<file path="config.mk">
export PLATFORM = sky130hd
export DESIGN_NAME = mips_hazard
export DESIGN_NICKNAME = d
export VERILOG_FILES = /design/src/hdl/mips_pkg.sv /design/src/hdl/mips_hazard.sv
export VERILOG_INCLUDE_DIRS = /design/src /design/src/include
export SDC_FILE = /design/constraint.sdc
export NUM_CORES = 1
export LEC_CHECK = 0
export BUFFER_PORTS_ARGS = -buffer_cell sky130_fd_sc_hd__buf_2
export CORE_AREA = 2 2 96 98
export DETAILED_ROUTE_END_ITERATION = 10
export DIE_AREA = 0 0 98 100
export PLACE_DENSITY = 0.54
export SLEW_MARGIN = 10
export SYNTH_ARGS = -nofsm -noshare
export SYNTH_HDL_FRONTEND = slang
export SYNTH_SLANG_ARGS = --single-unit
export TNS_END_PERCENT = 30
</file>
<file path="constraint.sdc">
create_clock -name vclk -period 2.9
set_clock_uncertainty 0.05 [all_clocks]
set_input_delay 0.725 -clock vclk [all_inputs]
set_output_delay 0.725 -clock vclk [all_outputs]
set_load 0.02 [all_outputs]
</file>
<file path="src/include/mips_macros.svh">
`ifndef MIPS_MACROS_SVH
`define MIPS_MACROS_SVH

// Data path and address width
`define MIPS_XLEN 32

// Architectural register file
`define MIPS_REG_COUNT 32
`define MIPS_REG_IDX_W 5

// Instruction memory, one word per entry
`define MIPS_IMEM_WORDS 256
`define MIPS_IMEM_IDX_W 8

// Data memory, one word per entry
`define MIPS_DMEM_WORDS 256
`define MIPS_DMEM_IDX_W 8

// Immediate field width of I-type words
`define MIPS_IMM_W 16

// Jump target field width of J-type words
`define MIPS_TARGET_W 26

`endif

</file>
<file path="src/hdl/mips_pkg.sv">
`default_nettype none
`include "mips_macros.svh"

package mips_pkg;

	// ---------------------------------------------------------------------
	// Instruction word
	// ---------------------------------------------------------------------

	// Register format
	typedef struct packed {
		logic [5:0]                 opcode;
		logic [`MIPS_REG_IDX_W-1:0] rs;
		logic [`MIPS_REG_IDX_W-1:0] rt;
		logic [`MIPS_REG_IDX_W-1:0] rd;
		logic [4:0]                 shamt;
		logic [5:0]                 funct;
	} r_fields_t;

	// Immediate format
	typedef struct packed {
		logic [5:0]                 opcode;
		logic [`MIPS_REG_IDX_W-1:0] rs;
		logic [`MIPS_REG_IDX_W-1:0] rt;
		logic [`MIPS_IMM_W-1:0]     imm;
	} i_fields_t;

	// Jump format
	typedef struct packed {
		logic [5:0]                opcode;
		logic [`MIPS_TARGET_W-1:0] target;
	} j_fields_t;

	// Same 32-bit word, three decodings
	typedef union packed {
		r_fields_t r_fields;
		i_fields_t i_fields;
		j_fields_t j_fields;
	} instr_t;

	// Supported primary opcodes
	typedef enum logic [5:0] {
		OP_R_TYPE = 6'h00,
		OP_J      = 6'h02,
		OP_BEQ    = 6'h04,
		OP_BNE    = 6'h05,
		OP_ADDI   = 6'h08,
		OP_ORI    = 6'h0d,
		OP_LW     = 6'h23,
		OP_SW     = 6'h2b
	} opcode_t;

	// R-type function codes
	typedef enum logic [5:0] {
		FN_ADD = 6'h20,
		FN_SUB = 6'h22,
		FN_AND = 6'h24,
		FN_OR  = 6'h25,
		FN_SLT = 6'h2a
	} funct_t;

	typedef enum logic [2:0] {
		ALU_ADD,
		ALU_SUB,
		ALU_AND,
		ALU_OR,
		ALU_SLT
	} alu_op_t;

	// Execute operand source
	typedef enum logic [1:0] {
		FWD_REG = 2'd0,
		FWD_WB  = 2'd1,
		FWD_MEM = 2'd2
	} fwd_sel_t;

	// ---------------------------------------------------------------------
	// Pipeline registers and ports
	// ---------------------------------------------------------------------

	typedef struct packed {
		instr_t                instr;
		logic [`MIPS_XLEN-1:0] pc_plus4;
	} if_id_t;

	typedef struct packed {
		logic                       reg_write;
		logic                       mem_to_reg;
		logic                       mem_write;
		alu_op_t                    alu_op;
		logic                       alu_src_imm;
		// Already sign or zero extended
		logic [`MIPS_XLEN-1:0]      imm;
		logic [`MIPS_REG_IDX_W-1:0] rs;
		logic [`MIPS_REG_IDX_W-1:0] rt;
		logic [`MIPS_REG_IDX_W-1:0] dest;
		logic [`MIPS_XLEN-1:0]      rs_val;
		logic [`MIPS_XLEN-1:0]      rt_val;
	} id_ex_t;

	typedef struct packed {
		logic                       reg_write;
		logic                       mem_to_reg;
		logic                       mem_write;
		logic [`MIPS_XLEN-1:0]      alu_result;
		logic [`MIPS_XLEN-1:0]      store_data;
		logic [`MIPS_REG_IDX_W-1:0] dest;
	} ex_mem_t;

	typedef struct packed {
		logic                       reg_write;
		logic                       mem_to_reg;
		logic [`MIPS_XLEN-1:0]      alu_result;
		logic [`MIPS_REG_IDX_W-1:0] dest;
	} mem_wb_t;

	// One register write per valid cycle
	typedef struct packed {
		logic                       valid;
		logic [`MIPS_REG_IDX_W-1:0] dest;
		logic [`MIPS_XLEN-1:0]      data;
	} retire_t;

	// Instruction memory load word
	typedef struct packed {
		logic [`MIPS_IMEM_IDX_W-1:0] addr;
		logic [`MIPS_XLEN-1:0]       word;
	} load_t;

	// Forward selects and pipeline control
	typedef struct packed {
		fwd_sel_t fwd_a_e;
		fwd_sel_t fwd_b_e;
		logic     fwd_a_d;
		logic     fwd_b_d;
		logic     stall;
		logic     flush_e;
	} hazard_t;

endpackage : mips_pkg

`default_nettype wire

</file>
<file path="src/hdl/mips_hazard.sv">
`timescale 1ns/10ps
`default_nettype none
`include "mips_macros.svh"

module mips_hazard import mips_pkg::*; (
	input  logic [`MIPS_REG_IDX_W-1:0] rs_d,
	input  logic [`MIPS_REG_IDX_W-1:0] rt_d,
	input  logic                       uses_branch_operands,
	input  id_ex_t                     id_ex,
	input  ex_mem_t                    ex_mem,
	input  retire_t                    retire,
	output hazard_t                    hz
);

	logic ex_writes;
	logic mem_writes;
	logic ex_hits_d;
	logic mem_hits_d;
	logic lw_stall;
	logic br_stall;

	// Memory stage wins over writeback, register 0 never forwarded
	function automatic fwd_sel_t pick_fwd(input logic [`MIPS_REG_IDX_W-1:0] src,
			input logic mem_ok, input logic [`MIPS_REG_IDX_W-1:0] mem_dest,
			input retire_t wb);
		if (mem_ok && mem_dest == src) begin
			return FWD_MEM;
		end else if (wb.valid && wb.dest == src) begin
			return FWD_WB;
		end
		return FWD_REG;
	endfunction

	// Writers that really touch the register file
	assign ex_writes  = id_ex.reg_write && id_ex.dest != '0;
	assign mem_writes = ex_mem.reg_write && ex_mem.dest != '0;

	// Decode source matches the execute or memory destination
	assign ex_hits_d  = ex_writes && (id_ex.dest == rs_d || id_ex.dest == rt_d);
	assign mem_hits_d = mem_writes && (ex_mem.dest == rs_d || ex_mem.dest == rt_d);

	// Load result not ready for the next instruction
	assign lw_stall = ex_hits_d && id_ex.mem_to_reg;

	// Branch operand still in execute, or a load in memory
	assign br_stall = uses_branch_operands && (ex_hits_d || (mem_hits_d && ex_mem.mem_to_reg));

	always_comb begin
		hz.fwd_a_e = pick_fwd(id_ex.rs, mem_writes, ex_mem.dest, retire);
		hz.fwd_b_e = pick_fwd(id_ex.rt, mem_writes, ex_mem.dest, retire);
		// Decode forward is for ALU results only
		hz.fwd_a_d = mem_writes && !ex_mem.mem_to_reg && ex_mem.dest == rs_d;
		hz.fwd_b_d = mem_writes && !ex_mem.mem_to_reg && ex_mem.dest == rt_d;
		hz.stall   = lw_stall | br_stall;
		// Stalled decode word must not enter execute twice
		hz.flush_e = lw_stall | br_stall;
	end

endmodule : mips_hazard

`default_nettype wire

</file>
==> results of run 1 <==
worst max path at each step:
stage | from | endpoint | cells after the start
finish | ex_mem[0] | hz[4] | 6
global route | ex_mem[0] | hz[4] | 6
CTS | ex_mem[0] | hz[4] | 6
detailed placement | ex_mem[0] | hz[4] | 6
global placement | ex_mem[0] | hz[6] | 6
floorplan | ex_mem[1] | hz[1] | 6
cell usage in the layout, fill, tap and decap left out, drive strengths merged:
cell type  count
a31oi          1
buf           52
nand2          2
nand3          7
nor2           3
nor3           6
nor4           4
o21ai          1
o221ai         1
o2bb2ai        1
or4            2
xnor2         17
xor2          23
kinds of logic after synthesis:
| kind of cell | count (synthesis) | share of synthesized area |
|---|---|---|
| compound gates | 4 | 0.0707 |
| xor+xnor | 40 | 0.618 |
| buf+inv | 6 | 0.0640 |
| simple gates | 24 | 0.247 |
power groups by stage:
stage	combinational (mW)	clock, mW	sequential (mW)
after global routing	0.133	0	0
final	0.119	0	0
after floorplan	0.0662	0	0
after CTS	0.121	0	0
after detailed placement	0.121	0	0
after global placement	0.120	0	0
per-layer routing:
metal  GRT usage  up-vias
met3     0.00139        0
met4     0.00107        0
met5           0        -
met1      0.0639      305
met2      0.0769       30
li1            -      341
final cells by class:
| type | instances | share of cell area |
|---|---|---|
| multi-input combinational | 68 | 0.566 |
| timing repair buffer | 52 | 0.286 |
| tap | 111 | 0.148 |
per-stage QoR:
stage                     hold slack (ns)  setup WS, ns
after floorplan                      1.49        0.0498
after global placement               1.70         0.107
after detailed placement             1.70        0.0620
after CTS                            1.70        0.0610
after global routing                 1.72        0.0323
final                                1.70         0.110
==> run_results.csv, run 1 <==
group,metric,value,unit
drt,detail-route-antenna-nets,0,
finish,fillers,1047,
power,sw_frac_of_total,0.506,
clock_tree,post_cts_resize_count,0,
drt,firstDrtPassIters,3,
yosys,synth_most_common_cell,"xor2_1",
finish,seqCellArea,0,µm²
drt,routed-wl-met2,1.08,mm
timing,slew_violations,0,
timing,finalCritPeriodShare,0.962,
finish,final_util,0.105,
timing,fmax,0.358,GHz
die,die_h,100,µm
timing,fin_crit,2.79,ns
timing,grt_setup_unrepaired,"no",
power,p_per_area,127,nW/µm²
finish,areaGrowthSynthToFinish,65.3,%
yosys,syn-num-nets,313,
timing,worst_pin_slew,0.356,ns
power,irDropWorstVdd,50.6,µV
finish,final_nets,361,
global_route,antenna_found_initial,0,
finish,layout-drive-gt1-share,0.467,
setup_path,crit_top_cell,"buf_2",
power,internal_power,0.0589,mW
die,core-area,8890,µm²
setup_path,critPathTopFamily,"simple AND/OR/NAND/NOR gates",
placement,port_buffers,49,
setup_path,cp.buffers_inverters,2,
setup_path,max_stage_delay,0.53,ns
finish,stdcell_count,231,
global_route,track_usage,0.0440,
power,p_sw,0.0603,mW
hold_path,hold_start,"ex_mem[70]",
global_route,grt_pass1_vias,698,
drt,via_count,676,
timing,fin_setup_tns,0,ns
yosys,synth_area_leaders,"xor2_1, xnor2_1, nand3_1, nor3_1, nor4_2",
hold_path,holdPathStages,3,
clock_tree,hold_buffers,0,
power,clkPwrFrac,0,
power,p_leak,0.395,nW
clock_tree,post-cts-setup-buffer-count,0,
die,io_pins,247,
yosys,yosysTopAreaCellShare,0.355,
yosys,synth_common_cells,"xor2_1, xnor2_1, nand3_1",
setup_path,cp_max_fo,5,
yosys,netlist_area,567,µm²
drt,drt_iter0_markers,12,
setup_path,crit_type,"input pin to output pin",
global_route,gr-total-overflow,0,
setup_path,arrival,2.02,ns
timing,relSlewSlack,0.761,
setup_path,crit_path_top_delay_cell,"or4_4",
setup_path,cp_cell_sequence,"buf_2 -> or4_4 -> o21ai_4 -> nor4_2 -> nor2_1 -> buf_2",
finish,fin_area,937,µm²
yosys,syn_inst,74,
yosys,synth_largest_area_cell,"xor2_1",
drt,wl_met1,1.07,mm
die,num_rows,35,
hold_path,hp-class,"input pin to output pin",
power,power_frac_comb,1.000,
die,start_util,0.0638,
setup_path,worstSetupEndpointType,"output pin",
drt,post-route-drc-count,0,
setup_path,required,2.12,ns
finish,diodes,0,
drt,postRouteWirelength,2.26,mm
die,dieArea,9800,µm²
global_route,grt_pass1_wl,3.55,mm
placement,dpl.hpwl,2.18,mm
die,die_x,98,µm
drt,wl_per_cell,9.78,µm
hold_path,hold_end,"hz[2]",
power,power,0.119,mW
finish,flops_and_latches,0,
yosys,ys_warn_count,0,
job,maxCapViolations,0,
drt,vias_per_cell,2.93,
timing,hold_viol_final,0,
run_status,run_status,"completed",
power,seq_power_share,0,
placement,place_congestion,0.748,
yosys,seq_area_frac_synth,0,
placement,placement.cell_area,937,µm²
yosys,syn-mean-instance-area,7.66,µm²
drt,highest_layer,"met3",
yosys,synth_cell_types,19,
finish,nClkBuffers,0,
finish,multi_input_area,531,µm²
placement,post-place-cells,231,
drt,wl_met3,112,µm
setup_path,startpoint_type,"input pin",
global_route,grt_start_max_net_pins,6,
timing,finalSetupViolCount,0,
Note: power is estimated with default switching activity, not from simulation.
==> inputs of run 2 (changes only) <==
- BUFFER_PORTS_ARGS: -buffer_cell sky130_fd_sc_hd__buf_2 -> -buffer_cell sky130_fd_sc_hd__clkbuf_2
- SKIP_LAST_GASP: default -> 1
==> run_results.csv, run 2 (synthesized netlist as in run 1, its figures left out) <==
group,metric,value,unit
finish,final_common_cell,"clkbuf_2",
drt,postRouteWirelength,2.25,mm
finish,seqCellArea,0,µm²
setup_path,arrival,2.03,ns
setup_path,worstSetupEndpointType,"output pin",
setup_path,cp_max_fo,5,
placement,port_buffers,49,
power,p_per_area,127,nW/µm²
power,sw_frac_of_total,0.503,
drt,wl_met3,142,µm
clock_tree,post-cts-setup-buffer-count,0,
die,die_h,100,µm
placement,dpl.hpwl,2.19,mm
drt,firstDrtPassIters,4,
job,maxCapViolations,0,
finish,mostFrequentLayoutCells,"clkbuf_2, xor2_1, xnor2_1",
finish,stdcell_count,232,
timing,fin_crit,2.81,ns
die,num_rows,35,
power,power,0.120,mW
die,core-area,8890,µm²
clock_tree,post_cts_resize_count,0,
finish,flops_and_latches,0,
global_route,gr-total-overflow,0,
timing,fin_setup_tns,0,ns
finish,nClkBuffers,0,
setup_path,crit_top_cell,"clkbuf_2",
drt,wl_met1,1.05,mm
finish,layout-drive-gt1-share,0.471,
drt,via_count,669,
finish,diodes,0,
setup_path,startpoint_type,"input pin",
drt,post-route-drc-count,0,
global_route,grt_start_max_net_pins,6,
drt,wl_per_cell,9.70,µm
placement,post-place-cells,232,
global_route,antenna_found_initial,0,
drt,routed-wl-met2,1.05,mm
die,io_pins,247,
power,power_frac_comb,1.000,
power,p_leak,0.401,nW
die,dieArea,9800,µm²
setup_path,cp_cell_sequence,"clkbuf_2 -> or4_4 -> o21ai_4 -> nor4_2 -> nor2_1 -> clkbuf_2",
setup_path,required,2.12,ns
finish,multi_input_area,531,µm²
die,die_x,98,µm
timing,fmax,0.356,GHz
timing,hold_viol_final,0,
timing,worst_pin_slew,0.362,ns
timing,finalCritPeriodShare,0.968,
drt,drt_iter0_markers,9,
finish,fillers,1041,
finish,areaGrowthSynthToFinish,66.7,%
setup_path,cp.buffers_inverters,2,
timing,finalSetupViolCount,0,
power,seq_power_share,0,
run_status,run_status,"completed",
power,p_sw,0.0601,mW
power,irDropWorstVdd,45.0,µV
drt,highest_layer,"met3",
global_route,grt_pass1_wl,3.42,mm
finish,final_nets,362,
timing,relSlewSlack,0.757,
global_route,grt_pass1_vias,678,
die,start_util,0.0638,
hold_path,hp-class,"input pin to output pin",
setup_path,max_stage_delay,0.53,ns
power,clkPwrFrac,0,
drt,vias_per_cell,2.88,
timing,slew_violations,0,
global_route,track_usage,0.0427,
setup_path,crit_type,"input pin to output pin",
clock_tree,hold_buffers,0,
setup_path,critPathTopFamily,"simple AND/OR/NAND/NOR gates",
placement,place_congestion,0.737,
timing,grt_setup_unrepaired,"no",
power,internal_power,0.0595,mW
setup_path,crit_path_top_delay_cell,"or4_4",
drt,detail-route-antenna-nets,0,
==> run 2: stage by stage <==
step | worst slack (ns) | instance area (µm²) | util | hold slack, ns
after floorplan | 0.0498 | 567 | - | 1.49
after global placement | 0.0556 | 945 | 0.106 | 1.70
after detailed placement | 0.0473 | 945 | 0.106 | 1.71
after CTS | 0.0463 | 945 | 0.106 | 1.71
after global routing | 0.0138 | 945 | 0.106 | 1.72
final | 0.0934 | 945 | 0.106 | 1.71
==> run 2: final cells by class <==
type,count,area share
multi-input cells,68,0.562
well taps,111,0.147
repair buffers,53,0.291
==> run 2: worst min-delay path, cell delays in order <==
cell,delay [ns]
clkbuf_2,0.11
nor3_1,0.05
clkbuf_2,0.15
==> run 2: worst paths after layout <==
path,start,to,slack [ns],depth (start not counted)
worst max-delay path,ex_mem[0],hz[6],0.09,6
worst min-delay path,ex_mem[70],hz[3],1.71,3
==> run 2: power groups by stage <==
stage	Sequential, mW	Clock (mW)	Combinational, mW
after floorplan	0	0	0.0662
after global placement	0	0	0.120
after detailed placement	0	0	0.121
after CTS	0	0	0.122
after global routing	0	0	0.132
final	0	0	0.120
==> run 2: routing by layer <==
metal	vias to the layer above	GRT usage
met4	0	0
met2	32	0.0748
li1	343	-
met1	294	0.0614
met3	0	0.00279
met5	-	0
