$ cat config.mk
export PLATFORM = sky130hd
export DESIGN_NAME = mips_decode
export DESIGN_NICKNAME = d
export VERILOG_FILES = /design/src/hdl/mips_pkg.sv /design/src/hdl/mips_decode.sv
export VERILOG_INCLUDE_DIRS = /design/src /design/src/include
export SDC_FILE = /design/constraint.sdc
export NUM_CORES = 2
export LEC_CHECK = 0
export BUFFER_PORTS_ARGS = -buffer_cell sky130_fd_sc_hd__buf_4
export CAP_MARGIN = 20
export CORE_MARGIN = 3
export CORE_UTILIZATION = 30
export CTS_BUF_LIST = sky130_fd_sc_hd__clkbuf_8
export DETAILED_ROUTE_END_ITERATION = 10
export PLACE_DENSITY = 0.46
export SYNTH_ARGS = -nofsm -noshare
export SYNTH_HDL_FRONTEND = slang
export SYNTH_SLANG_ARGS = --single-unit
export TNS_END_PERCENT = 30
$ cat constraint.sdc
create_clock -name clk -period 9.5 [get_ports clk]
set_input_delay 0.95 -clock clk [delete_from_list [all_inputs] [get_ports clk]]
set_output_delay 0.95 -clock clk [all_outputs]
set_load 0.005 [all_outputs]
$ cat src/include/mips_macros.svh
`ifndef MIPS_MACROS_SVH
`define MIPS_MACROS_SVH

// Data path and address width
`define MIPS_XLEN 32

// Architectural register file
`define MIPS_REG_COUNT 32
`define MIPS_REG_IDX_W 5

// Instruction memory, one word per entry
`define MIPS_IMEM_WORDS 256
`define MIPS_IMEM_IDX_W 8

// Data memory, one word per entry
`define MIPS_DMEM_WORDS 256
`define MIPS_DMEM_IDX_W 8

// Immediate field width of I-type words
`define MIPS_IMM_W 16

// Jump target field width of J-type words
`define MIPS_TARGET_W 26

`endif

$ cat src/hdl/mips_pkg.sv
`default_nettype none
`include "mips_macros.svh"

package mips_pkg;

	// ---------------------------------------------------------------------
	// Instruction word
	// ---------------------------------------------------------------------

	// Register format
	typedef struct packed {
		logic [5:0]                 opcode;
		logic [`MIPS_REG_IDX_W-1:0] rs;
		logic [`MIPS_REG_IDX_W-1:0] rt;
		logic [`MIPS_REG_IDX_W-1:0] rd;
		logic [4:0]                 shamt;
		logic [5:0]                 funct;
	} r_fields_t;

	// Immediate format
	typedef struct packed {
		logic [5:0]                 opcode;
		logic [`MIPS_REG_IDX_W-1:0] rs;
		logic [`MIPS_REG_IDX_W-1:0] rt;
		logic [`MIPS_IMM_W-1:0]     imm;
	} i_fields_t;

	// Jump format
	typedef struct packed {
		logic [5:0]                opcode;
		logic [`MIPS_TARGET_W-1:0] target;
	} j_fields_t;

	// Same 32-bit word, three decodings
	typedef union packed {
		r_fields_t r_fields;
		i_fields_t i_fields;
		j_fields_t j_fields;
	} instr_t;

	// Supported primary opcodes
	typedef enum logic [5:0] {
		OP_R_TYPE = 6'h00,
		OP_J      = 6'h02,
		OP_BEQ    = 6'h04,
		OP_BNE    = 6'h05,
		OP_ADDI   = 6'h08,
		OP_ORI    = 6'h0d,
		OP_LW     = 6'h23,
		OP_SW     = 6'h2b
	} opcode_t;

	// R-type function codes
	typedef enum logic [5:0] {
		FN_ADD = 6'h20,
		FN_SUB = 6'h22,
		FN_AND = 6'h24,
		FN_OR  = 6'h25,
		FN_SLT = 6'h2a
	} funct_t;

	typedef enum logic [2:0] {
		ALU_ADD,
		ALU_SUB,
		ALU_AND,
		ALU_OR,
		ALU_SLT
	} alu_op_t;

	// Execute operand source
	typedef enum logic [1:0] {
		FWD_REG = 2'd0,
		FWD_WB  = 2'd1,
		FWD_MEM = 2'd2
	} fwd_sel_t;

	// ---------------------------------------------------------------------
	// Pipeline registers and ports
	// ---------------------------------------------------------------------

	typedef struct packed {
		instr_t                instr;
		logic [`MIPS_XLEN-1:0] pc_plus4;
	} if_id_t;

	typedef struct packed {
		logic                       reg_write;
		logic                       mem_to_reg;
		logic                       mem_write;
		alu_op_t                    alu_op;
		logic                       alu_src_imm;
		// Already sign or zero extended
		logic [`MIPS_XLEN-1:0]      imm;
		logic [`MIPS_REG_IDX_W-1:0] rs;
		logic [`MIPS_REG_IDX_W-1:0] rt;
		logic [`MIPS_REG_IDX_W-1:0] dest;
		logic [`MIPS_XLEN-1:0]      rs_val;
		logic [`MIPS_XLEN-1:0]      rt_val;
	} id_ex_t;

	typedef struct packed {
		logic                       reg_write;
		logic                       mem_to_reg;
		logic                       mem_write;
		logic [`MIPS_XLEN-1:0]      alu_result;
		logic [`MIPS_XLEN-1:0]      store_data;
		logic [`MIPS_REG_IDX_W-1:0] dest;
	} ex_mem_t;

	typedef struct packed {
		logic                       reg_write;
		logic                       mem_to_reg;
		logic [`MIPS_XLEN-1:0]      alu_result;
		logic [`MIPS_REG_IDX_W-1:0] dest;
	} mem_wb_t;

	// One register write per valid cycle
	typedef struct packed {
		logic                       valid;
		logic [`MIPS_REG_IDX_W-1:0] dest;
		logic [`MIPS_XLEN-1:0]      data;
	} retire_t;

	// Instruction memory load word
	typedef struct packed {
		logic [`MIPS_IMEM_IDX_W-1:0] addr;
		logic [`MIPS_XLEN-1:0]       word;
	} load_t;

	// Forward selects and pipeline control
	typedef struct packed {
		fwd_sel_t fwd_a_e;
		fwd_sel_t fwd_b_e;
		logic     fwd_a_d;
		logic     fwd_b_d;
		logic     stall;
		logic     flush_e;
	} hazard_t;

endpackage : mips_pkg

`default_nettype wire

$ cat src/hdl/mips_decode.sv
`timescale 1ns/10ps
`default_nettype none
`include "mips_macros.svh"

module mips_decode import mips_pkg::*; (
	input  logic                        clk,
	input  logic                        arst_n,
	input  logic                        run,
	input  if_id_t                      if_id,
	input  hazard_t                     hz,
	input  logic [`MIPS_XLEN-1:0]       mem_result,
	input  retire_t                     retire,
	output logic [`MIPS_REG_IDX_W-1:0]  rs,
	output logic [`MIPS_REG_IDX_W-1:0]  rt,
	output logic                        uses_branch_operands,
	output logic                        redirect,
	output logic [`MIPS_XLEN-1:0]       redirect_pc,
	output id_ex_t                      id_ex
);

	instr_t                     instr;
	opcode_t                    op;
	funct_t                     fn;
	logic [`MIPS_XLEN-1:0]      reg_file [`MIPS_REG_COUNT];
	logic [`MIPS_XLEN-1:0]      rs_val;
	logic [`MIPS_XLEN-1:0]      rt_val;
	logic [`MIPS_XLEN-1:0]      cmp_a;
	logic [`MIPS_XLEN-1:0]      cmp_b;
	logic [`MIPS_XLEN-1:0]      imm_ext;
	logic [`MIPS_XLEN-1:0]      branch_target;
	logic [`MIPS_XLEN-1:0]      jump_target;
	logic [`MIPS_REG_IDX_W-1:0] dest;
	logic                       reg_write;
	logic                       mem_to_reg;
	logic                       mem_write;
	logic                       alu_src_imm;
	logic                       zero_ext;
	logic                       use_rd;
	logic                       is_beq;
	logic                       is_bne;
	logic                       is_jump;
	logic                       taken;
	alu_op_t                    alu_op;

	assign instr = if_id.instr;
	assign op    = opcode_t'(instr.r_fields.opcode);
	assign fn    = funct_t'(instr.r_fields.funct);
	assign rs    = instr.r_fields.rs;
	assign rt    = instr.i_fields.rt;

	// ---------------------------------------------------------------------
	// Control decode
	// ---------------------------------------------------------------------

	always_comb begin
		reg_write   = 1'b0;
		mem_to_reg  = 1'b0;
		mem_write   = 1'b0;
		alu_src_imm = 1'b0;
		zero_ext    = 1'b0;
		use_rd      = 1'b0;
		is_beq      = 1'b0;
		is_bne      = 1'b0;
		is_jump     = 1'b0;
		alu_op      = ALU_ADD;
		case (op)
			OP_R_TYPE: begin
				use_rd    = 1'b1;
				reg_write = 1'b1;
				case (fn)
					FN_ADD:  alu_op = ALU_ADD;
					FN_SUB:  alu_op = ALU_SUB;
					FN_AND:  alu_op = ALU_AND;
					FN_OR:   alu_op = ALU_OR;
					FN_SLT:  alu_op = ALU_SLT;
					// Unsupported function, also the bubble word
					default: reg_write = 1'b0;
				endcase
			end
			OP_ADDI: begin
				reg_write   = 1'b1;
				alu_src_imm = 1'b1;
			end
			OP_ORI: begin
				reg_write   = 1'b1;
				alu_src_imm = 1'b1;
				zero_ext    = 1'b1;
				alu_op      = ALU_OR;
			end
			OP_LW: begin
				reg_write   = 1'b1;
				mem_to_reg  = 1'b1;
				alu_src_imm = 1'b1;
			end
			OP_SW: begin
				mem_write   = 1'b1;
				alu_src_imm = 1'b1;
			end
			OP_BEQ:  is_beq  = 1'b1;
			OP_BNE:  is_bne  = 1'b1;
			OP_J:    is_jump = 1'b1;
			default: ;
		endcase
	end

	// ORI zero extends, everything else sign extends
	assign imm_ext = zero_ext ?
		{{(`MIPS_XLEN-`MIPS_IMM_W){1'b0}}, instr.i_fields.imm} :
		{{(`MIPS_XLEN-`MIPS_IMM_W){instr.i_fields.imm[`MIPS_IMM_W-1]}}, instr.i_fields.imm};

	// R-type writes rd, I-type writes rt
	assign dest = use_rd ? instr.r_fields.rd : instr.i_fields.rt;

	// ---------------------------------------------------------------------
	// Register file
	// ---------------------------------------------------------------------

	always_ff @(posedge clk) begin
		if (retire.valid) begin
			reg_file[retire.dest] <= retire.data;
		end
	end

	// Register 0 reads zero, same-cycle write bypassed
	assign rs_val = (rs == '0) ? '0 :
		(retire.valid && retire.dest == rs) ? retire.data : reg_file[rs];
	assign rt_val = (rt == '0) ? '0 :
		(retire.valid && retire.dest == rt) ? retire.data : reg_file[rt];

	// Branch resolution with memory-stage forwarding
	assign cmp_a = hz.fwd_a_d ? mem_result : rs_val;
	assign cmp_b = hz.fwd_b_d ? mem_result : rt_val;
	assign taken = (is_beq && cmp_a == cmp_b) || (is_bne && cmp_a != cmp_b);

	assign uses_branch_operands = is_beq | is_bne;

	assign branch_target = if_id.pc_plus4 + (imm_ext << 2);
	// Region bits kept from the next PC
	assign jump_target   = {if_id.pc_plus4[`MIPS_XLEN-1:`MIPS_TARGET_W+2],
		instr.j_fields.target, 2'b00};

	// Held back while the compare operands are not ready
	assign redirect    = ~hz.stall & (taken | is_jump);
	assign redirect_pc = is_jump ? jump_target : branch_target;

	// ---------------------------------------------------------------------
	// Decode/execute register
	// ---------------------------------------------------------------------

	always_ff @(posedge clk or negedge arst_n) begin
		if (!arst_n) begin
			id_ex <= '0;
		end else if (!run || hz.flush_e) begin
			id_ex <= '0;
		end else begin
			id_ex.reg_write   <= reg_write;
			id_ex.mem_to_reg  <= mem_to_reg;
			id_ex.mem_write   <= mem_write;
			id_ex.alu_op      <= alu_op;
			id_ex.alu_src_imm <= alu_src_imm;
			id_ex.imm         <= imm_ext;
			id_ex.rs          <= rs;
			id_ex.rt          <= rt;
			id_ex.dest        <= dest;
			id_ex.rs_val      <= rs_val;
			id_ex.rt_val      <= rt_val;
		end
	end

endmodule : mips_decode

`default_nettype wire

==> metrics.md <==
| Metric | Value |
|---|---|
| DRT Wirelength | `~220,000 microns` |
| Syn nets | `3,473` |
| Register area | `0.0333 sq mm` |
| Fin Setup TNS | `0 ns` |
| Initial antenna violation count | `26` |
| Depth of the CTS H-tree | `4` |
| Final hold violations | `0` |
| Register area share after synthesis | `between 60% and 70%` |
| Core area | `0.183 sq mm` |
| Most common cell in the netlist | `edfxtp_1` |
| Commonest cells in the netlist | `edfxtp_1, mux4_2, nor2_1` |
| Nets | `approximately 3,800` |
| Row Count | `157` |
| Max Slew Vio Count | `0` |
| Drt wl/cell | `34.4 microns` |
| Fin crit period | `approximately 7.6 ns` |
| Fin util | `35.1%` |
| Syn_area_per_cell | `between 15 and 20 sq um` |
| Die height | `436 microns` |
| CP required | `8.55 ns` |
| Hpwl dp | `about 140,000 microns` |
| Critical path startpoint category | `primary input` |
| Routed Antenna Nets | `0` |
| Maximum fanout along the worst path | `61` |
| Vias in the first global route | `35,973` |
| Global-route wire length before repair | `~300,000 microns` |
| Post-DP Area | `0.0605 sq mm` |
| Worst-path clk slew | `around 0.050 ns` |
| Design Area, Final | `0.0644 sq mm` |
| Fin crit share | `79.7%` |
| Vias per inst | `5.64` |
| Die Area | `0.190 sq mm` |
| Setup WS pre-CTS | `~2.0 ns` |
| CTS tree | `built` |
| Max-slew headroom at the worst pin | `approximately a fifth` |
| Total power | `11.4 mW` |
| Post-synth EDFFs | `1,024` |
| Num Clock Sinks | `1,127` |
| CTS Buffer Depth | `3` |
| Top cell type by total area after synthesis | `edfxtp_1` |
| Critical Path Source | `if_id[53]` |
| Root buf cell | `clkbuf_8` |
| Area share of the largest cell type after synthesis | `~55%` |
| Fraction of layout cells with a size suffix above 1 | `32.4%` |
| Synth Register Bits | `around 1,100` |
| Syn Inst Count | `between 3,000 and 4,000` |
| Pleak | `around 22 nW` |
| FF-to-FF Start | `reg_file[15][26]` |
| GRT overflow | `0` |
| RSZ-0062 raised after global routing | `no` |
| DRC | `0` |
| Die X | `between 400 and 500 microns` |
| Initial DRC Count | `3,860` |
| Worst Path Arrival | `6.62 ns` |
| PortBufs | `between 300 and 400` |
| Routability-driven placement congestion ratio | `between 0.9 and 1` |
| IO Count | `about 310` |
| TritonRoute pass-1 iters | `6` |
| Synthesized area | `0.0555 sq mm` |
| Number of buffers created by CTS | `200` |
| # setup viols final | `0` |
| Largest net degree at the start of global routing | `63` |
| Gr usage total | `22.4%` |
| Distinct cells, synth | `89` |
| Vias | `approximately 36,000` |
| Worst Setup End Kind | `output pin` |
| Cell count after placement | `about 5,900` |
| Asr flop ratio synth | `under 10%` |
| Synth warn | `0` |
| Hold Slack | `0.219 ns` |
| Status | `finished clean` |
| Number of fillers in the final layout | `around 18,000` |
| Tightest Pin Transition | `about 1.2 ns` |
| Fmax | `132 MHz` |
| Synth area leaders | `edfxtp_1, mux4_2, dfrtp_1` |
| Max VDD drop | `~0.096 mV` |
| Synthesis-to-finish area growth | `16.1%` |
| Pwr dens | `between 150 and 200 mW/mm^2` |
| Worst setup path category | `in2out` |
| Multi-input logic area | `0.0206 sq mm` |
| Worst Min Path Start | `if_id[61]` |
| Clk_skew | `between 0.06 and 0.07 ns` |
| Min-delay worst type | `in2reg` |
| Worst-Skew Late Latency | `0.95 ns` |
| Slack of the critical path | `1.93 ns` |
| Main synth FF type | `edfxtp_1` |
| Layout Cells excl Fill | `6,314` |
| Max Cap Viol | `0` |
| Starting Density | `30.2%` |
-- critical path, stage by stage --
cell and delay [ns]:
buf_8 0.55, buf_4 0.44, mux4_2 0.55, a22oi_1 0.50, o21ai_0 0.18, o22ai_1 0.57, o22ai_1 0.22, xnor2_1 0.18
a2111oi_0 0.55, a31oi_1 0.22, nor4_2 0.85, a211oi_1 0.18, nor4bb_1 0.36, buf_4 0.18
-- power breakdown --
group,internal (mW),switching [mW]
clock,2.28,2.16
sequential,5.49,0.0288
combinational,0.560,0.875
-- final timing paths --
path | end | slack, ns | cells past startpoint
hold reg to reg | id_ex[34] | 1.24 | 5
min in group asynchronous | id_ex[89] | 0.49 | 2
hold / removal | id_ex[116] | 0.22 | 2
setup reg to reg | id_ex[26] | 6.61 | 5
max in group asynchronous | id_ex[1] | 7.66 | 3
setup / recovery | redirect | 1.93 | 14
-- layout by cell type (no fill, tap or decap), types with 12 or more instances in the layout --
cell      instances
mux4_2          471
clkinv_2         26
inv_1            98
clkbuf_8        213
xnor2_1          43
o211ai_1         17
mux2_2           16
nor2_1          159
o21ai_0          63
a31oi_1          20
nor3_1           51
and2_1           37
a22o_1           16
or3_1            25
buf_4           401
mux2i_1         155
o31ai_1          20
nor4_1           13
edfxtp_1       1024
clkinv_1         48
nand4_1          18
a211oi_1         22
o22ai_1          96
a21oi_1          74
mux4_1           21
nand3b_1         12
ha_1             29
nor2b_1          14
a22oi_1          53
nand3_1          48
dfrtp_1         103
xor2_1           30
nor2_4           33
diode_2          21
a21o_1           12
a221oi_1         15
nand2_1         131
-- metal layers --
metal | track usage [%] | up-vias | wire (microns)
met1 | 28.3 | 19074 | 85700
met5 | 0 | - | 62
met2 | 36.9 | 1669 | 106000
li1 | - | 14497 | -
met4 | 11.5 | 8 | 11000
met3 | 4.18 | 392 | 14400
-- cell type report --
cell class | instances | share of cell area, %
sequential | 1127 | 51.8
multi-input combinational | 1876 | 32.0
timing repair buffer | 417 | 5.10
tap | 2464 | 4.79
clock buffer | 213 | 4.55
clock inverter | 157 | 1.45
inverter | 39 | 0.231
antenna | 21 | 0.0816
-- logic make-up (layout without fill, tap and decap cells) --
logic type	count (synthesis)	after routing	share of synthesized area, %
adders and majority gates	30	30	0.690
DFF	1127	1127	60.1
and+or+nand+nor	617	617	5.48
buffers and inverters	295	826	3.25
xor gates and xnor gates	73	73	1.15
other	0	21	0
muxes	664	664	23.3
AOI/OAI and AO/OA	492	492	6.09
-- timing repair --
action                     4_1_cts  5_1_grt
buffers inserted                 0        0
hold buffers                     1        0
gates resized for setup          0        0
setup endpoints to repair        0        0
hold endpoints to repair        49        0
-- sequential cells by signal, indices dropped and copies added (netlist names) --
signal and count:
id_ex 103, reg_file 1024
(Power assumes the default switching activity.)
