**config.mk**
```make
export PLATFORM = sky130hd
export DESIGN_NAME = mips_execute
export DESIGN_NICKNAME = d
export VERILOG_FILES = /design/src/hdl/mips_pkg.sv /design/src/hdl/mips_execute.sv
export VERILOG_INCLUDE_DIRS = /design/src /design/src/include
export SDC_FILE = /design/constraint.sdc
export NUM_CORES = 1
export LEC_CHECK = 0
export ABC_AREA = 0
export BUFFER_PORTS_ARGS = -buffer_cell sky130_fd_sc_hd__buf_2
export CORE_ASPECT_RATIO = 1.75
export CORE_MARGIN = 2
export CORE_UTILIZATION = 55
export DETAILED_ROUTE_END_ITERATION = 12
export PLACE_DENSITY = 0.9
export SLEW_MARGIN = 20
export SYNTH_ARGS = -nofsm -noshare
export SYNTH_HDL_FRONTEND = slang
export SYNTH_SLANG_ARGS = --single-unit
```
**constraint.sdc**
```tcl
create_clock -name clk -period 4.53 [get_ports clk]
set_clock_uncertainty 0.2 [all_clocks]
set_input_delay 0.453 -clock clk [delete_from_list [all_inputs] [get_ports clk]]
set_output_delay 0.453 -clock clk [all_outputs]
set_load 0.02 [all_outputs]
```
**src/include/mips_macros.svh**
```systemverilog
`ifndef MIPS_MACROS_SVH
`define MIPS_MACROS_SVH

// Data path and address width
`define MIPS_XLEN 32

// Architectural register file
`define MIPS_REG_COUNT 32
`define MIPS_REG_IDX_W 5

// Instruction memory, one word per entry
`define MIPS_IMEM_WORDS 256
`define MIPS_IMEM_IDX_W 8

// Data memory, one word per entry
`define MIPS_DMEM_WORDS 256
`define MIPS_DMEM_IDX_W 8

// Immediate field width of I-type words
`define MIPS_IMM_W 16

// Jump target field width of J-type words
`define MIPS_TARGET_W 26

`endif

```
**src/hdl/mips_pkg.sv**
```systemverilog
`default_nettype none
`include "mips_macros.svh"

package mips_pkg;

	// ---------------------------------------------------------------------
	// Instruction word
	// ---------------------------------------------------------------------

	// Register format
	typedef struct packed {
		logic [5:0]                 opcode;
		logic [`MIPS_REG_IDX_W-1:0] rs;
		logic [`MIPS_REG_IDX_W-1:0] rt;
		logic [`MIPS_REG_IDX_W-1:0] rd;
		logic [4:0]                 shamt;
		logic [5:0]                 funct;
	} r_fields_t;

	// Immediate format
	typedef struct packed {
		logic [5:0]                 opcode;
		logic [`MIPS_REG_IDX_W-1:0] rs;
		logic [`MIPS_REG_IDX_W-1:0] rt;
		logic [`MIPS_IMM_W-1:0]     imm;
	} i_fields_t;

	// Jump format
	typedef struct packed {
		logic [5:0]                opcode;
		logic [`MIPS_TARGET_W-1:0] target;
	} j_fields_t;

	// Same 32-bit word, three decodings
	typedef union packed {
		r_fields_t r_fields;
		i_fields_t i_fields;
		j_fields_t j_fields;
	} instr_t;

	// Supported primary opcodes
	typedef enum logic [5:0] {
		OP_R_TYPE = 6'h00,
		OP_J      = 6'h02,
		OP_BEQ    = 6'h04,
		OP_BNE    = 6'h05,
		OP_ADDI   = 6'h08,
		OP_ORI    = 6'h0d,
		OP_LW     = 6'h23,
		OP_SW     = 6'h2b
	} opcode_t;

	// R-type function codes
	typedef enum logic [5:0] {
		FN_ADD = 6'h20,
		FN_SUB = 6'h22,
		FN_AND = 6'h24,
		FN_OR  = 6'h25,
		FN_SLT = 6'h2a
	} funct_t;

	typedef enum logic [2:0] {
		ALU_ADD,
		ALU_SUB,
		ALU_AND,
		ALU_OR,
		ALU_SLT
	} alu_op_t;

	// Execute operand source
	typedef enum logic [1:0] {
		FWD_REG = 2'd0,
		FWD_WB  = 2'd1,
		FWD_MEM = 2'd2
	} fwd_sel_t;

	// ---------------------------------------------------------------------
	// Pipeline registers and ports
	// ---------------------------------------------------------------------

	typedef struct packed {
		instr_t                instr;
		logic [`MIPS_XLEN-1:0] pc_plus4;
	} if_id_t;

	typedef struct packed {
		logic                       reg_write;
		logic                       mem_to_reg;
		logic                       mem_write;
		alu_op_t                    alu_op;
		logic                       alu_src_imm;
		// Already sign or zero extended
		logic [`MIPS_XLEN-1:0]      imm;
		logic [`MIPS_REG_IDX_W-1:0] rs;
		logic [`MIPS_REG_IDX_W-1:0] rt;
		logic [`MIPS_REG_IDX_W-1:0] dest;
		logic [`MIPS_XLEN-1:0]      rs_val;
		logic [`MIPS_XLEN-1:0]      rt_val;
	} id_ex_t;

	typedef struct packed {
		logic                       reg_write;
		logic                       mem_to_reg;
		logic                       mem_write;
		logic [`MIPS_XLEN-1:0]      alu_result;
		logic [`MIPS_XLEN-1:0]      store_data;
		logic [`MIPS_REG_IDX_W-1:0] dest;
	} ex_mem_t;

	typedef struct packed {
		logic                       reg_write;
		logic                       mem_to_reg;
		logic [`MIPS_XLEN-1:0]      alu_result;
		logic [`MIPS_REG_IDX_W-1:0] dest;
	} mem_wb_t;

	// One register write per valid cycle
	typedef struct packed {
		logic                       valid;
		logic [`MIPS_REG_IDX_W-1:0] dest;
		logic [`MIPS_XLEN-1:0]      data;
	} retire_t;

	// Instruction memory load word
	typedef struct packed {
		logic [`MIPS_IMEM_IDX_W-1:0] addr;
		logic [`MIPS_XLEN-1:0]       word;
	} load_t;

	// Forward selects and pipeline control
	typedef struct packed {
		fwd_sel_t fwd_a_e;
		fwd_sel_t fwd_b_e;
		logic     fwd_a_d;
		logic     fwd_b_d;
		logic     stall;
		logic     flush_e;
	} hazard_t;

endpackage : mips_pkg

`default_nettype wire

```
**src/hdl/mips_execute.sv**
```systemverilog
`timescale 1ns/10ps
`default_nettype none
`include "mips_macros.svh"

module mips_execute import mips_pkg::*; (
	input  logic                  clk,
	input  logic                  arst_n,
	input  logic                  run,
	input  id_ex_t                id_ex,
	input  hazard_t               hz,
	input  logic [`MIPS_XLEN-1:0] wb_data,
	output ex_mem_t               ex_mem
);

	logic [`MIPS_XLEN-1:0] src_a;
	logic [`MIPS_XLEN-1:0] rt_fwd;
	logic [`MIPS_XLEN-1:0] src_b;
	logic [`MIPS_XLEN-1:0] alu_result;

	// Operand forward mux
	function automatic logic [`MIPS_XLEN-1:0] fwd_mux(input fwd_sel_t sel,
			input logic [`MIPS_XLEN-1:0] reg_val, input logic [`MIPS_XLEN-1:0] mem_val,
			input logic [`MIPS_XLEN-1:0] wb_val);
		case (sel)
			FWD_MEM: return mem_val;
			FWD_WB:  return wb_val;
			default: return reg_val;
		endcase
	endfunction

	// Memory-stage value is this module's own output register
	assign src_a  = fwd_mux(hz.fwd_a_e, id_ex.rs_val, ex_mem.alu_result, wb_data);
	assign rt_fwd = fwd_mux(hz.fwd_b_e, id_ex.rt_val, ex_mem.alu_result, wb_data);

	// Immediate replaces rt for I-type and memory ops
	assign src_b = id_ex.alu_src_imm ? id_ex.imm : rt_fwd;

	// ---------------------------------------------------------------------
	// ALU
	// ---------------------------------------------------------------------

	always_comb begin
		case (id_ex.alu_op)
			ALU_SUB: alu_result = src_a - src_b;
			ALU_AND: alu_result = src_a & src_b;
			ALU_OR:  alu_result = src_a | src_b;
			// Signed compare
			ALU_SLT: alu_result = {{(`MIPS_XLEN-1){1'b0}}, $signed(src_a) < $signed(src_b)};
			default: alu_result = src_a + src_b;
		endcase
	end

	// Execute/memory register
	always_ff @(posedge clk or negedge arst_n) begin
		if (!arst_n) begin
			ex_mem <= '0;
		end else if (!run) begin
			ex_mem <= '0;
		end else begin
			ex_mem.reg_write  <= id_ex.reg_write;
			ex_mem.mem_to_reg <= id_ex.mem_to_reg;
			ex_mem.mem_write  <= id_ex.mem_write;
			ex_mem.alu_result <= alu_result;
			// Store data takes the forwarded rt
			ex_mem.store_data <= rt_fwd;
			ex_mem.dest       <= id_ex.dest;
		end
	end

endmodule : mips_execute

`default_nettype wire

```
==> results of run 1 <==
## metrics by stage
step | setup slack, ps | hold slack, ps
global placement | 96.0 | 219
global route | 20.1 | 122
CTS | 270 | 106
finish | 186 | 112
floorplan | 310 | -42.6
detailed placement | -29.0 | 230
## layer usage
| layer | track usage [%] | vias up | wire length (um) | part of all wire [%] |
|---|---|---|---|---|
| met5 | 0 | - | 0 | 0 |
| met4 | 27.6 | 0 | 2380 | 7.4 |
| li1 | - | 4801 | - | - |
| met2 | 67.4 | 588 | 17200 | 54 |
| met1 | 34.6 | 4791 | 10400 | 33 |
| met3 | 4.89 | 193 | 2050 | 6.4 |
## what timing repair did
action                                 4_1_cts  5_1_grt
hold buffers                                 1        0
setup buffers                                0        0
endpoints found under the hold margin       29        0
resized for setup                            0        1
setup endpoints to repair                    0        1
## cells in the final DEF, fill, tap and decap left out, types with 9 or more instances in the layout
cell type	count
a21o_1	10
a21oi_1	120
a22oi_1	64
and2_1	13
buf_2	217
buf_4	102
clkbuf_16	9
dfrtp_1	72
ha_1	98
inv_1	99
nand2_1	119
nand2b_1	22
nand3_1	17
nor2_1	118
nor2b_1	42
nor3_1	15
o211ai_1	12
o21a_1	10
o21ai_0	119
o21bai_1	16
xnor2_1	18
## layout make-up
class,instances,area share [%]
multi-input cells,965,57.4
repair buffers,325,17.7
inverters,101,3.43
clock inverters,6,0.973
flip-flops and latches,72,16.3
well taps,189,2.14
clock buffers,10,2.07
## how the worst max path moves through the flow
stage	end	from	slack, ps
3_5_place_dp	ex_mem[57]$_DFF_PN0_	hz[5]	-30
3_3_place_gp	ex_mem[63]$_DFF_PN0_	hz[5]	100
6_report	ex_mem[57]$_DFF_PN0_	hz[5]	190
2_1_floorplan	ex_mem[63]$_DFF_PN0_	hz[4]	310
5_1_grt	ex_mem[57]$_DFF_PN0_	hz[5]	20
4_1_cts	ex_mem[57]$_DFF_PN0_	hz[5]	270
## worst max-delay path: cells and delay by family
family	cells	cell delay [ps]
buf+inv	4	560
compound gates	10	2110
fa+ha+maj	2	750
simple gates	3	540
## logic make-up after synthesis
group | after synthesis | synth area share, %
AOI/OAI and AO/OA | 456 | 34.1
and+or+nand+nor | 378 | 19.9
buffers and inverters | 184 | 8.10
adders and majority gates | 102 | 14.6
DFF | 72 | 20.3
xor gates and xnor gates | 23 | 2.27
muxes | 6 | 0.678
## power breakdown
part | total [W] | internal [W] | switching, W
clock | 0.000853 | 0.000537 | 0.000316
sequential | 0.000772 | 0.000716 | 0.0000564
combinational | 0.00188 | 0.000755 | 0.00112
total | 0.00350 | 0.00201 | 0.00149
==> impl_results.md, run 1 <==
* Synth cell count leaders: a21oi_1 (120), o21ai_0 (120), nand2_1 (119)
* Post-route cell area at 11100 um^2
* Post-route total power at about 0.0035 W
* Post-synth top flop: dfrtp_1
* Seq/Total Area, Yosys at 20.3%
* Via density at slightly above 6
* Post-synth EDFFs at 0
* RSZ-0062 raised after global routing: false
* Post-place instance area at about 11000 um^2
* DR pass1 iterations at 6
* Kind of critical path: input port to flip-flop
* Core Util, Final at a little over two thirds
* All-Layer GR Usage at 35.9%
* Hold Vio Cnt, Final at 0
* DRC viols at 0
* Top cells by area, synth: dfrtp_1 (20%), ha_1 (14%), a21oi_1 (6.8%)
* Syn_nets at 1484
* Post-synth top area cell: dfrtp_1
* Pwr per Cell Area at between 300 and 400 nW/um^2
* Crit start category: input port
* Setup TNS at 0 ps
* Synthesized area at 8850 um^2
* Vias in the first global route at between 10000 and 15000
* GRT Residual Overflow at 0
* First-pass GRT wire length at a little under 50 mm
* Final nets at 1737
* Async set-reset flop share out of synthesis at 100%
* Largest registers: ex_mem x72
* Reg with most FFs: ex_mem
* Worst-path clk slew at around 60 ps
* Share of layout cells above drive strength 1 at between 20% and 30%
* Port buffer count at 218
* Reg-to-Reg End: ex_mem[57]$_DFF_PN0_
* TritonCTS clock tree: built
* R2R Path Start: ex_mem[37]$_DFF_PN0_
* Syn Inst Count at between 1000 and 1500
* CTS Root Buffer Type: clkbuf_16
* Sequential cell area at about 1800 um^2
* Max cap viols at 0
* Final setup fails at 0
* Starting density of the core at between 50 and 60%
* Endpoint of the worst hold path: ex_mem[4]$_DFF_PN0_
* Clock sink count at between 70 and 80
* Peak VDD IR at roughly 160 uV
* Outcome: finished, final reports clean
* Number of routed nets with antenna violations at 0
* Critical Path Fanout Max at 9
* Vias at 10373
* Slew Viols, Final at 0
* Most used cell, CP: a21oi_1
* Achievable frequency at between 0.2 and 0.25 GHz
* R2R cell count at 16
* Placed Cells at 1651
* Die area at 17200 um^2
* Min Tclk post-route at between 4000 and 5000 ps
* Die Ht at about 170 um
* Clock buffer depth at 2
* Routed wire per std cell at 19.2 um
* DP Wirelength at 24.5 mm
* Worst path cell trace: buf_2 -> inv_1 -> ha_1 -> buf_4 -> a22oi_1 -> nor2_1 -> a21oi_1 -> o21ai_0 -> inv_1 -> fa_1 -> nand2b_1 -> a21oi_1 -> o21ai_0 -> a21oi_1 -> o21ai_1 -> a211oi_1 -> or3_1 -> a311o_1 -> a21oi_1
* Critical Path End Type: flip-flop
* Num CTS Buffers at 9
* CP arrival at around 4400 ps
* Synth top area share at 20.3%
* Htree depth at 3
* Register bit total from synthesis at roughly 70
* Clock Latency Late Sink at 360 ps
* Max-slew headroom at the worst pin at 44.2%
* Area taken by multi-input logic gates at around 6300 um^2
* FP Rows at ~60
* Hold path cells at 2
* Final Cycle Share at 95.9%
* Required time of the critical path at 4590 ps
* Synth cell types at 80
* Leak at between 5 and 6 nW
* Gpl congestion at ~1.0
* Die X at approximately 100 um
* Syn. warnings at 0
* Area delta synth->final at 25.0%
* Actual slew at the worst max-slew pin at roughly 840 ps
* # IOs at 233
* Number of fill cells at roughly 1300
* Largest register FFs at between 70 and 80
* Initial DRC count at a little under 800
* Finished Layout Cells at between 1500 and 2000
* Final wirelength at about 32 mm
* Initial antenna violation count at 0
* Mean area per synthesized cell at roughly 7.3 um^2
* Diode count at 0
* Critical Path Slowest Stage Cell: fa_1
* Total core area at 15800 um^2
* Largest net degree at the start of global routing at between 40 and 50
* Min-Delay Path Class: input port to flip-flop
* Critical Path Max Stage Delay at 460 ps
* Reg-to-reg setup timing slack at around 440 ps
* Hold_sp: id_ex[68]
Power figures use the tool's default switching activity.
==> run 2: changes to the inputs <==
CTS_CLUSTER_DIAMETER = 120   (was default)
PLACE_DENSITY = 0.83   (was 0.9)
==> run 2 against run 1 <==
Largest cell class unchanged. Sequential share of layout area rose by 0.14 points. Register-to-register slack improved by 90 ps. Total power down 0.64%. Combinational power about the same. Die area stayed put. Critical path type unchanged. Critical path depth shrank 1. Utilization fell by 0.58 points.
==> impl_results.md, run 2 (synthesis results as in run 1) <==
* Hold Vio Cnt, Final at 0
* Clock buffer depth at 2
* Largest registers: ex_mem x72
* Crit start category: input port
* Die Ht at ~170 um
* Htree depth at 3
* DR pass1 iterations at 5
* Final nets at 1721
* Reg-to-Reg End: ex_mem[55]$_DFF_PN0_
* Max cap viols at 0
* Worst-path clk slew at 70 ps
* Reg with most FFs: ex_mem
* Initial DRC count at between 500 and 600
* Die X at 99.9 um
* Slew Viols, Final at 0
* R2R Path Start: ex_mem[37]$_DFF_PN0_
* Achievable frequency at about 0.24 GHz
* Port buffer count at roughly 220
* CTS Root Buffer Type: clkbuf_16
* Levels on crit path at 18
* Share of total power in combinational logic at a little over half
* Kind of critical path: input port to flip-flop
* RSZ-0062 raised after global routing: false
* DP Wirelength at approximately 24 mm
* Finished Layout Cells at between 1500 and 2000
* Total core area at between 15000 and 20000 um^2
* Critical Path Max Stage Delay at about 500 ps
* Buf+Inv Stages, Crit Path at 4
* First-pass GRT wire length at roughly 48 mm
* All-Layer GR Usage at a little over a third
* Clock sink count at between 70 and 80
* Final Cycle Share at 93.5%
* Starting density of the core at between 50% and 60%
* Largest register FFs at 72
* Crit path to: ex_mem[65]$_DFF_PN0_
* Vias in the first global route at between 9000 and 10000
* Area delta synth->final at 23.9%
* Pwr per Cell Area at 317 nW/um^2
* Placed Cells at 1634
* Reg-to-reg setup timing slack at about 530 ps
* Diode count at 0
* Routed wire per std cell at around 19 um
* Int Pwr at roughly 0.002 W
* Clock share of power at roughly 25%
* Outcome: finished, final reports clean
* Max-slew headroom at the worst pin at a little under half
* Resize count post-CTS at 0
* Delay-heaviest family, CP: compound AO/OA/AOI/OAI gates
* Switching part of the total at ~42%
* Post-CTS Setup Bufs at 0
* Gpl congestion at between 0.9 and 1
* Num CTS Buffers at 9
* Critical Path Fanout Max at 14
* Clock Latency Late Sink at between 300 and 400 ps
* R2R cell count at 15
* Die area at 17200 um^2
* Final setup fails at 0
* Share of layout cells above drive strength 1 at 24.2%
* Initial antenna violation count at 0
* Setup TNS at 0 ps
* Commonest non-fill, non-tap cell in the layout: buf_2
* Leak at 5.41 nW
* Critical Path Slowest Stage Cell: ha_1
* GRT Residual Overflow at 0
* Min Tclk post-route at around 4200 ps
* Sequential power share at around 22%
* NetSw at around 0.0015 W
* Min-Delay Path Class: input port to flip-flop
* Final wirelength at 30.9 mm
* Commonest cells after routing, fill and taps aside: buf_2 (217), a21oi_1 (120), o21ai_0 (120)
* Actual slew at the worst max-slew pin at between 800 and 900 ps
* DRC viols at 0
* Worst path cell trace: buf_2 -> inv_1 -> ha_1 -> buf_4 -> a22oi_1 -> nor2_1 -> a21oi_1 -> o21ai_0 -> ha_1 -> buf_4 -> a21o_1 -> o22ai_1 -> o31ai_2 -> a41o_4 -> nand4bb_1 -> a221oi_2 -> a2111oi_0 -> o31ai_1
* Via density at about 6.1
* Largest net degree at the start of global routing at between 70 and 80
* TritonCTS clock tree: built
* Crit. Startpoint: hz[5]
* # IOs at ~230
* Vias at about 10000
* Peak VDD IR at around 230 uV
* Required time of the critical path at 4540 ps
* FP Rows at 61
* Critical Path End Type: flip-flop
* CP arrival at approximately 4200 ps
* Number of routed nets with antenna violations at 0
[run 2: cell count changes in the layout (fill, tap and decap cells not counted), sizes merged]
cell	before	now
buf	324	308
clkbuf	10	9
clkinv	2	3
[run 2: what timing repair did]
| action | in CTS | in global routing |
|---|---|---|
| hold buffers | 0 | 1 |
| endpoints found under the setup margin | 0 | 1 |
| hold endpoints to repair | 0 | 27 |
[run 2: power groups by stage]
stage	clock (W)	sequential [W]	combinational, W
after detailed placement	0	0.000777	0.00181
after global placement	0	0.000775	0.00179
after global routing	0.000884	0.000774	0.00203
after CTS	0.000864	0.000766	0.00183
after floorplan	0	0.000861	0.00110
final	0.000857	0.000767	0.00185
[run 2: metal layers]
layer | global-route usage, % | vias up | wire length [um]
li1 | - | 4760 | -
met1 | 35.7 | 4765 | 10900
met2 | 66.6 | 406 | 16900
met3 | 4.37 | 125 | 1240
met4 | 21.6 | 0 | 1790
met5 | 0 | - | 0
[run 2: through the flow]
step                total power [W]  hold slack (ps)  util [%]  setup slack [ps]  cell area, um^2
floorplan                   0.00196            -42.6         -               310             8850
global placement            0.00256              455      67.0              68.6            10600
detailed placement          0.00259              469      67.0              46.7            10600
CTS                         0.00346              102      69.2               296            10900
global route                0.00368              109      69.5              29.9            11000
finish                      0.00348              110      69.5               293            11000
[run 2: how the worst min path moves through the flow]
| stage | startpoint | to | slack [ps] | depth (start not counted) |
|---|---|---|---|---|
| after global routing | id_ex[115] | ex_mem[69]$_DFF_PN0_ | 110 | 2 |
| after CTS | id_ex[115] | ex_mem[69]$_DFF_PN0_ | 100 | 2 |
| after global placement | arst_n | ex_mem[27]$_DFF_PN0_ | 460 | 1 |
| after detailed placement | id_ex[115] | ex_mem[69]$_DFF_PN0_ | 470 | 2 |
| after floorplan | arst_n | ex_mem[0]$_DFF_PN0_ | -40 | 0 |
| final | id_ex[115] | ex_mem[69]$_DFF_PN0_ | 110 | 2 |
[run 2: cell type report]
| cell class | count | area, um^2 |
|---|---|---|
| fillers | 1371 | 4830 |
| multi-input cells | 965 | 6350 |
| flip-flops and latches | 72 | 1800 |
| inverters | 101 | 379 |
| repair buffers | 309 | 1860 |
| clock buffers | 9 | 225 |
| well taps | 189 | 236 |
| clock inverters | 7 | 120 |
==> run 3: changes to the inputs <==
RECOVER_POWER = 50   (was default)
TNS_END_PERCENT = 30   (was default)
==> run 3 against run 2 <==
The flow now finishes with violations (capacitance limit, slew limit). Critical endpoint unchanged. Count of clock-buffer cells in the layout stayed put. Total power is 0.27% lower. Largest cell class unchanged. Register-to-register slack hardly changed. Sequential cell count stayed put. Largest power group unchanged. Highest routed layer unchanged.
==> impl_results.md, run 3 (synthesis results as in run 1) <==
* Critical Path Fanout Max at 14
* Post-place instance area at about 11000 um^2
* Final setup fails at 0
* Hold path cells at 2
* Clock buffer depth at 2
* Number of fill cells at between 1000 and 1500
* Final Hold Slack at about 110 ps
* Share of layout cells above drive strength 1 at approximately 23%
* Crit start category: input port
* DR WL met2 at between 15 and 20 mm
* Initial antenna violation count at 0
* Pre-CTS setup slack at roughly 47 ps
* DRC viols at 0
* Gpl congestion at roughly 0.98
* Clock sink count at 72
* Outcome: finished, violations left
* Achievable frequency at 0.236 GHz
* Num CTS Buffers at 9
* Vias at about 10000
* Kind of critical path: input port to flip-flop
* Reg-to-reg setup timing slack at about 530 ps
* Initial DRC count at 594
* Peak VDD IR at between 200 and 250 uV
* GRT Residual Overflow at 0
* # IOs at ~230
* Post-route cell area at around 11000 um^2
* Clock Latency Late Sink at around 350 ps
* Met3 wire len at about 1.3 mm
* Actual slew at the worst max-slew pin at roughly 2500 ps
* Slew Viols, Final at 89
* TritonCTS clock tree: built
* Pwr per Cell Area at roughly 320 nW/um^2
* All-Layer GR Usage at 35.1%
* Post-route total power at ~0.0035 W
* Crit. Startpoint: hz[5]
* R2R Path Start: ex_mem[37]$_DFF_PN0_
* Critical Path End Type: flip-flop
* CP arrival at about 4200 ps
* First-pass GRT wire length at approximately 48 mm
* Endpoint of the worst hold path: ex_mem[69]$_DFF_PN0_
* Commonest non-fill, non-tap cell in the layout: buf_2
* Commonest cells after routing, fill and taps aside: buf_2 (195), a21oi_1 (120), o21ai_0 (120)
* Routed wire per std cell at between 15 and 20 um
* Worst-path clk slew at about 60 ps
* Final Cycle Share at 93.5%
* Die area at around 17000 um^2
* Max-slew headroom at the worst pin at -69.8%
* Final nets at around 1700
* Min Tclk post-route at around 4200 ps
* Via density at 6.06
* Port buffer count at between 200 and 250
* Leak at between 5 and 6 nW
* DR pass1 iterations at 7
* Min-Delay Path Class: input port to flip-flop
* Post-CTS Setup Bufs at 0
* Starting density of the core at between 50 and 60%
* Largest registers: ex_mem x72
* Largest register FFs at a little over 70
* Number of routed nets with antenna violations at 0
* Uppermost layer routed: met4
* Reg-to-Reg End: ex_mem[55]$_DFF_PN0_
* Required time of the critical path at 4530 ps
* R2R cell count at 15
* Largest net degree at the start of global routing at 73
* Htree depth at 3
* RSZ-0062 raised after global routing: false
* Die X at roughly 100 um
* Wl on met1 at about 11 mm
* Max cap viols at 2
* Setup TNS at 0 ps
* Total core area at about 16000 um^2
* Final wirelength at 30.9 mm
* Diode count at 0
* Resize count post-CTS at 0
* Hold Vio Cnt, Final at 0
* Vias in the first global route at between 9000 and 10000
* CTS Root Buffer Type: clkbuf_16
* Area delta synth->final at 23.3%
* Reg with most FFs: ex_mem
* DP Wirelength at between 20 and 25 mm
* Worst Slack Setup Final at between 200 and 300 ps
* Die Ht at 172 um
* Hold_sp: id_ex[115]
* Failing checks: capacitance limit, slew limit
* FP Rows at 61
-- run 3: worst max path at each step --
stage | end | slack (ps) | depth (start not counted)
finish | ex_mem[65]$_DFF_PN0_ | 290 | 18
global route | ex_mem[65]$_DFF_PN0_ | 30 | 18
CTS | ex_mem[65]$_DFF_PN0_ | 300 | 18
detailed placement | ex_mem[65]$_DFF_PN0_ | 50 | 18
global placement | ex_mem[65]$_DFF_PN0_ | 70 | 18
floorplan | ex_mem[63]$_DFF_PN0_ | 310 | 17
-- run 3: area by class of cell --
cell class,count,area [um^2],area share (%)
clock buffers,9,225,2.06
clock inverters,7,120,1.10
inverters,101,379,3.47
flip-flops and latches,72,1800,16.5
repair buffers,309,1800,16.5
well taps,189,236,2.17
multi-input cells,965,6350,58.2
-- run 3: routing by layer --
layer / global-route usage (%) / vias to the layer above
li1: - / 4761
met1: 35.7 / 4742
met2: 66.6 / 389
met3: 4.37 / 114
met4: 21.6 / 0
met5: 0 / -
-- run 3: power by group --
| part | switching [W] | leakage (nW) | internal [W] | total (W) |
|---|---|---|---|---|
| combinational | 0.00111 | 4.20 | 0.000740 | 0.00185 |
| clock | 0.000316 | 0.166 | 0.000539 | 0.000855 |
| sequential | 0.0000520 | 0.947 | 0.000716 | 0.000768 |
-- run 3: through the flow --
| stage | cells | utilization [%] |
|---|---|---|
| floorplan | 1221 | - |
| global placement | 1634 | 67.0 |
| detailed placement | 1634 | 67.0 |
| CTS | 1650 | 69.2 |
| global route | 1652 | 69.1 |
| finish | 1652 | 69.1 |
-- run 3: what timing repair did --
action | CTS | global route
setup endpoints to repair | 0 | 1
hold endpoints to repair | 0 | 27
hold buffers | 0 | 1
-- run 3: worst max-delay path, stage by stage --
cell and delay [ps]:
buf_2 100, inv_1 40, ha_1 240, buf_4 230, a22oi_1 230, nor2_1 90, a21oi_1 170, o21ai_0 180
ha_1 500, buf_4 170, a21o_1 200, o22ai_1 130, o31ai_2 270, a41o_4 290, nand4bb_1 130, a221oi_2 270
a2111oi_0 100, o31ai_1 420
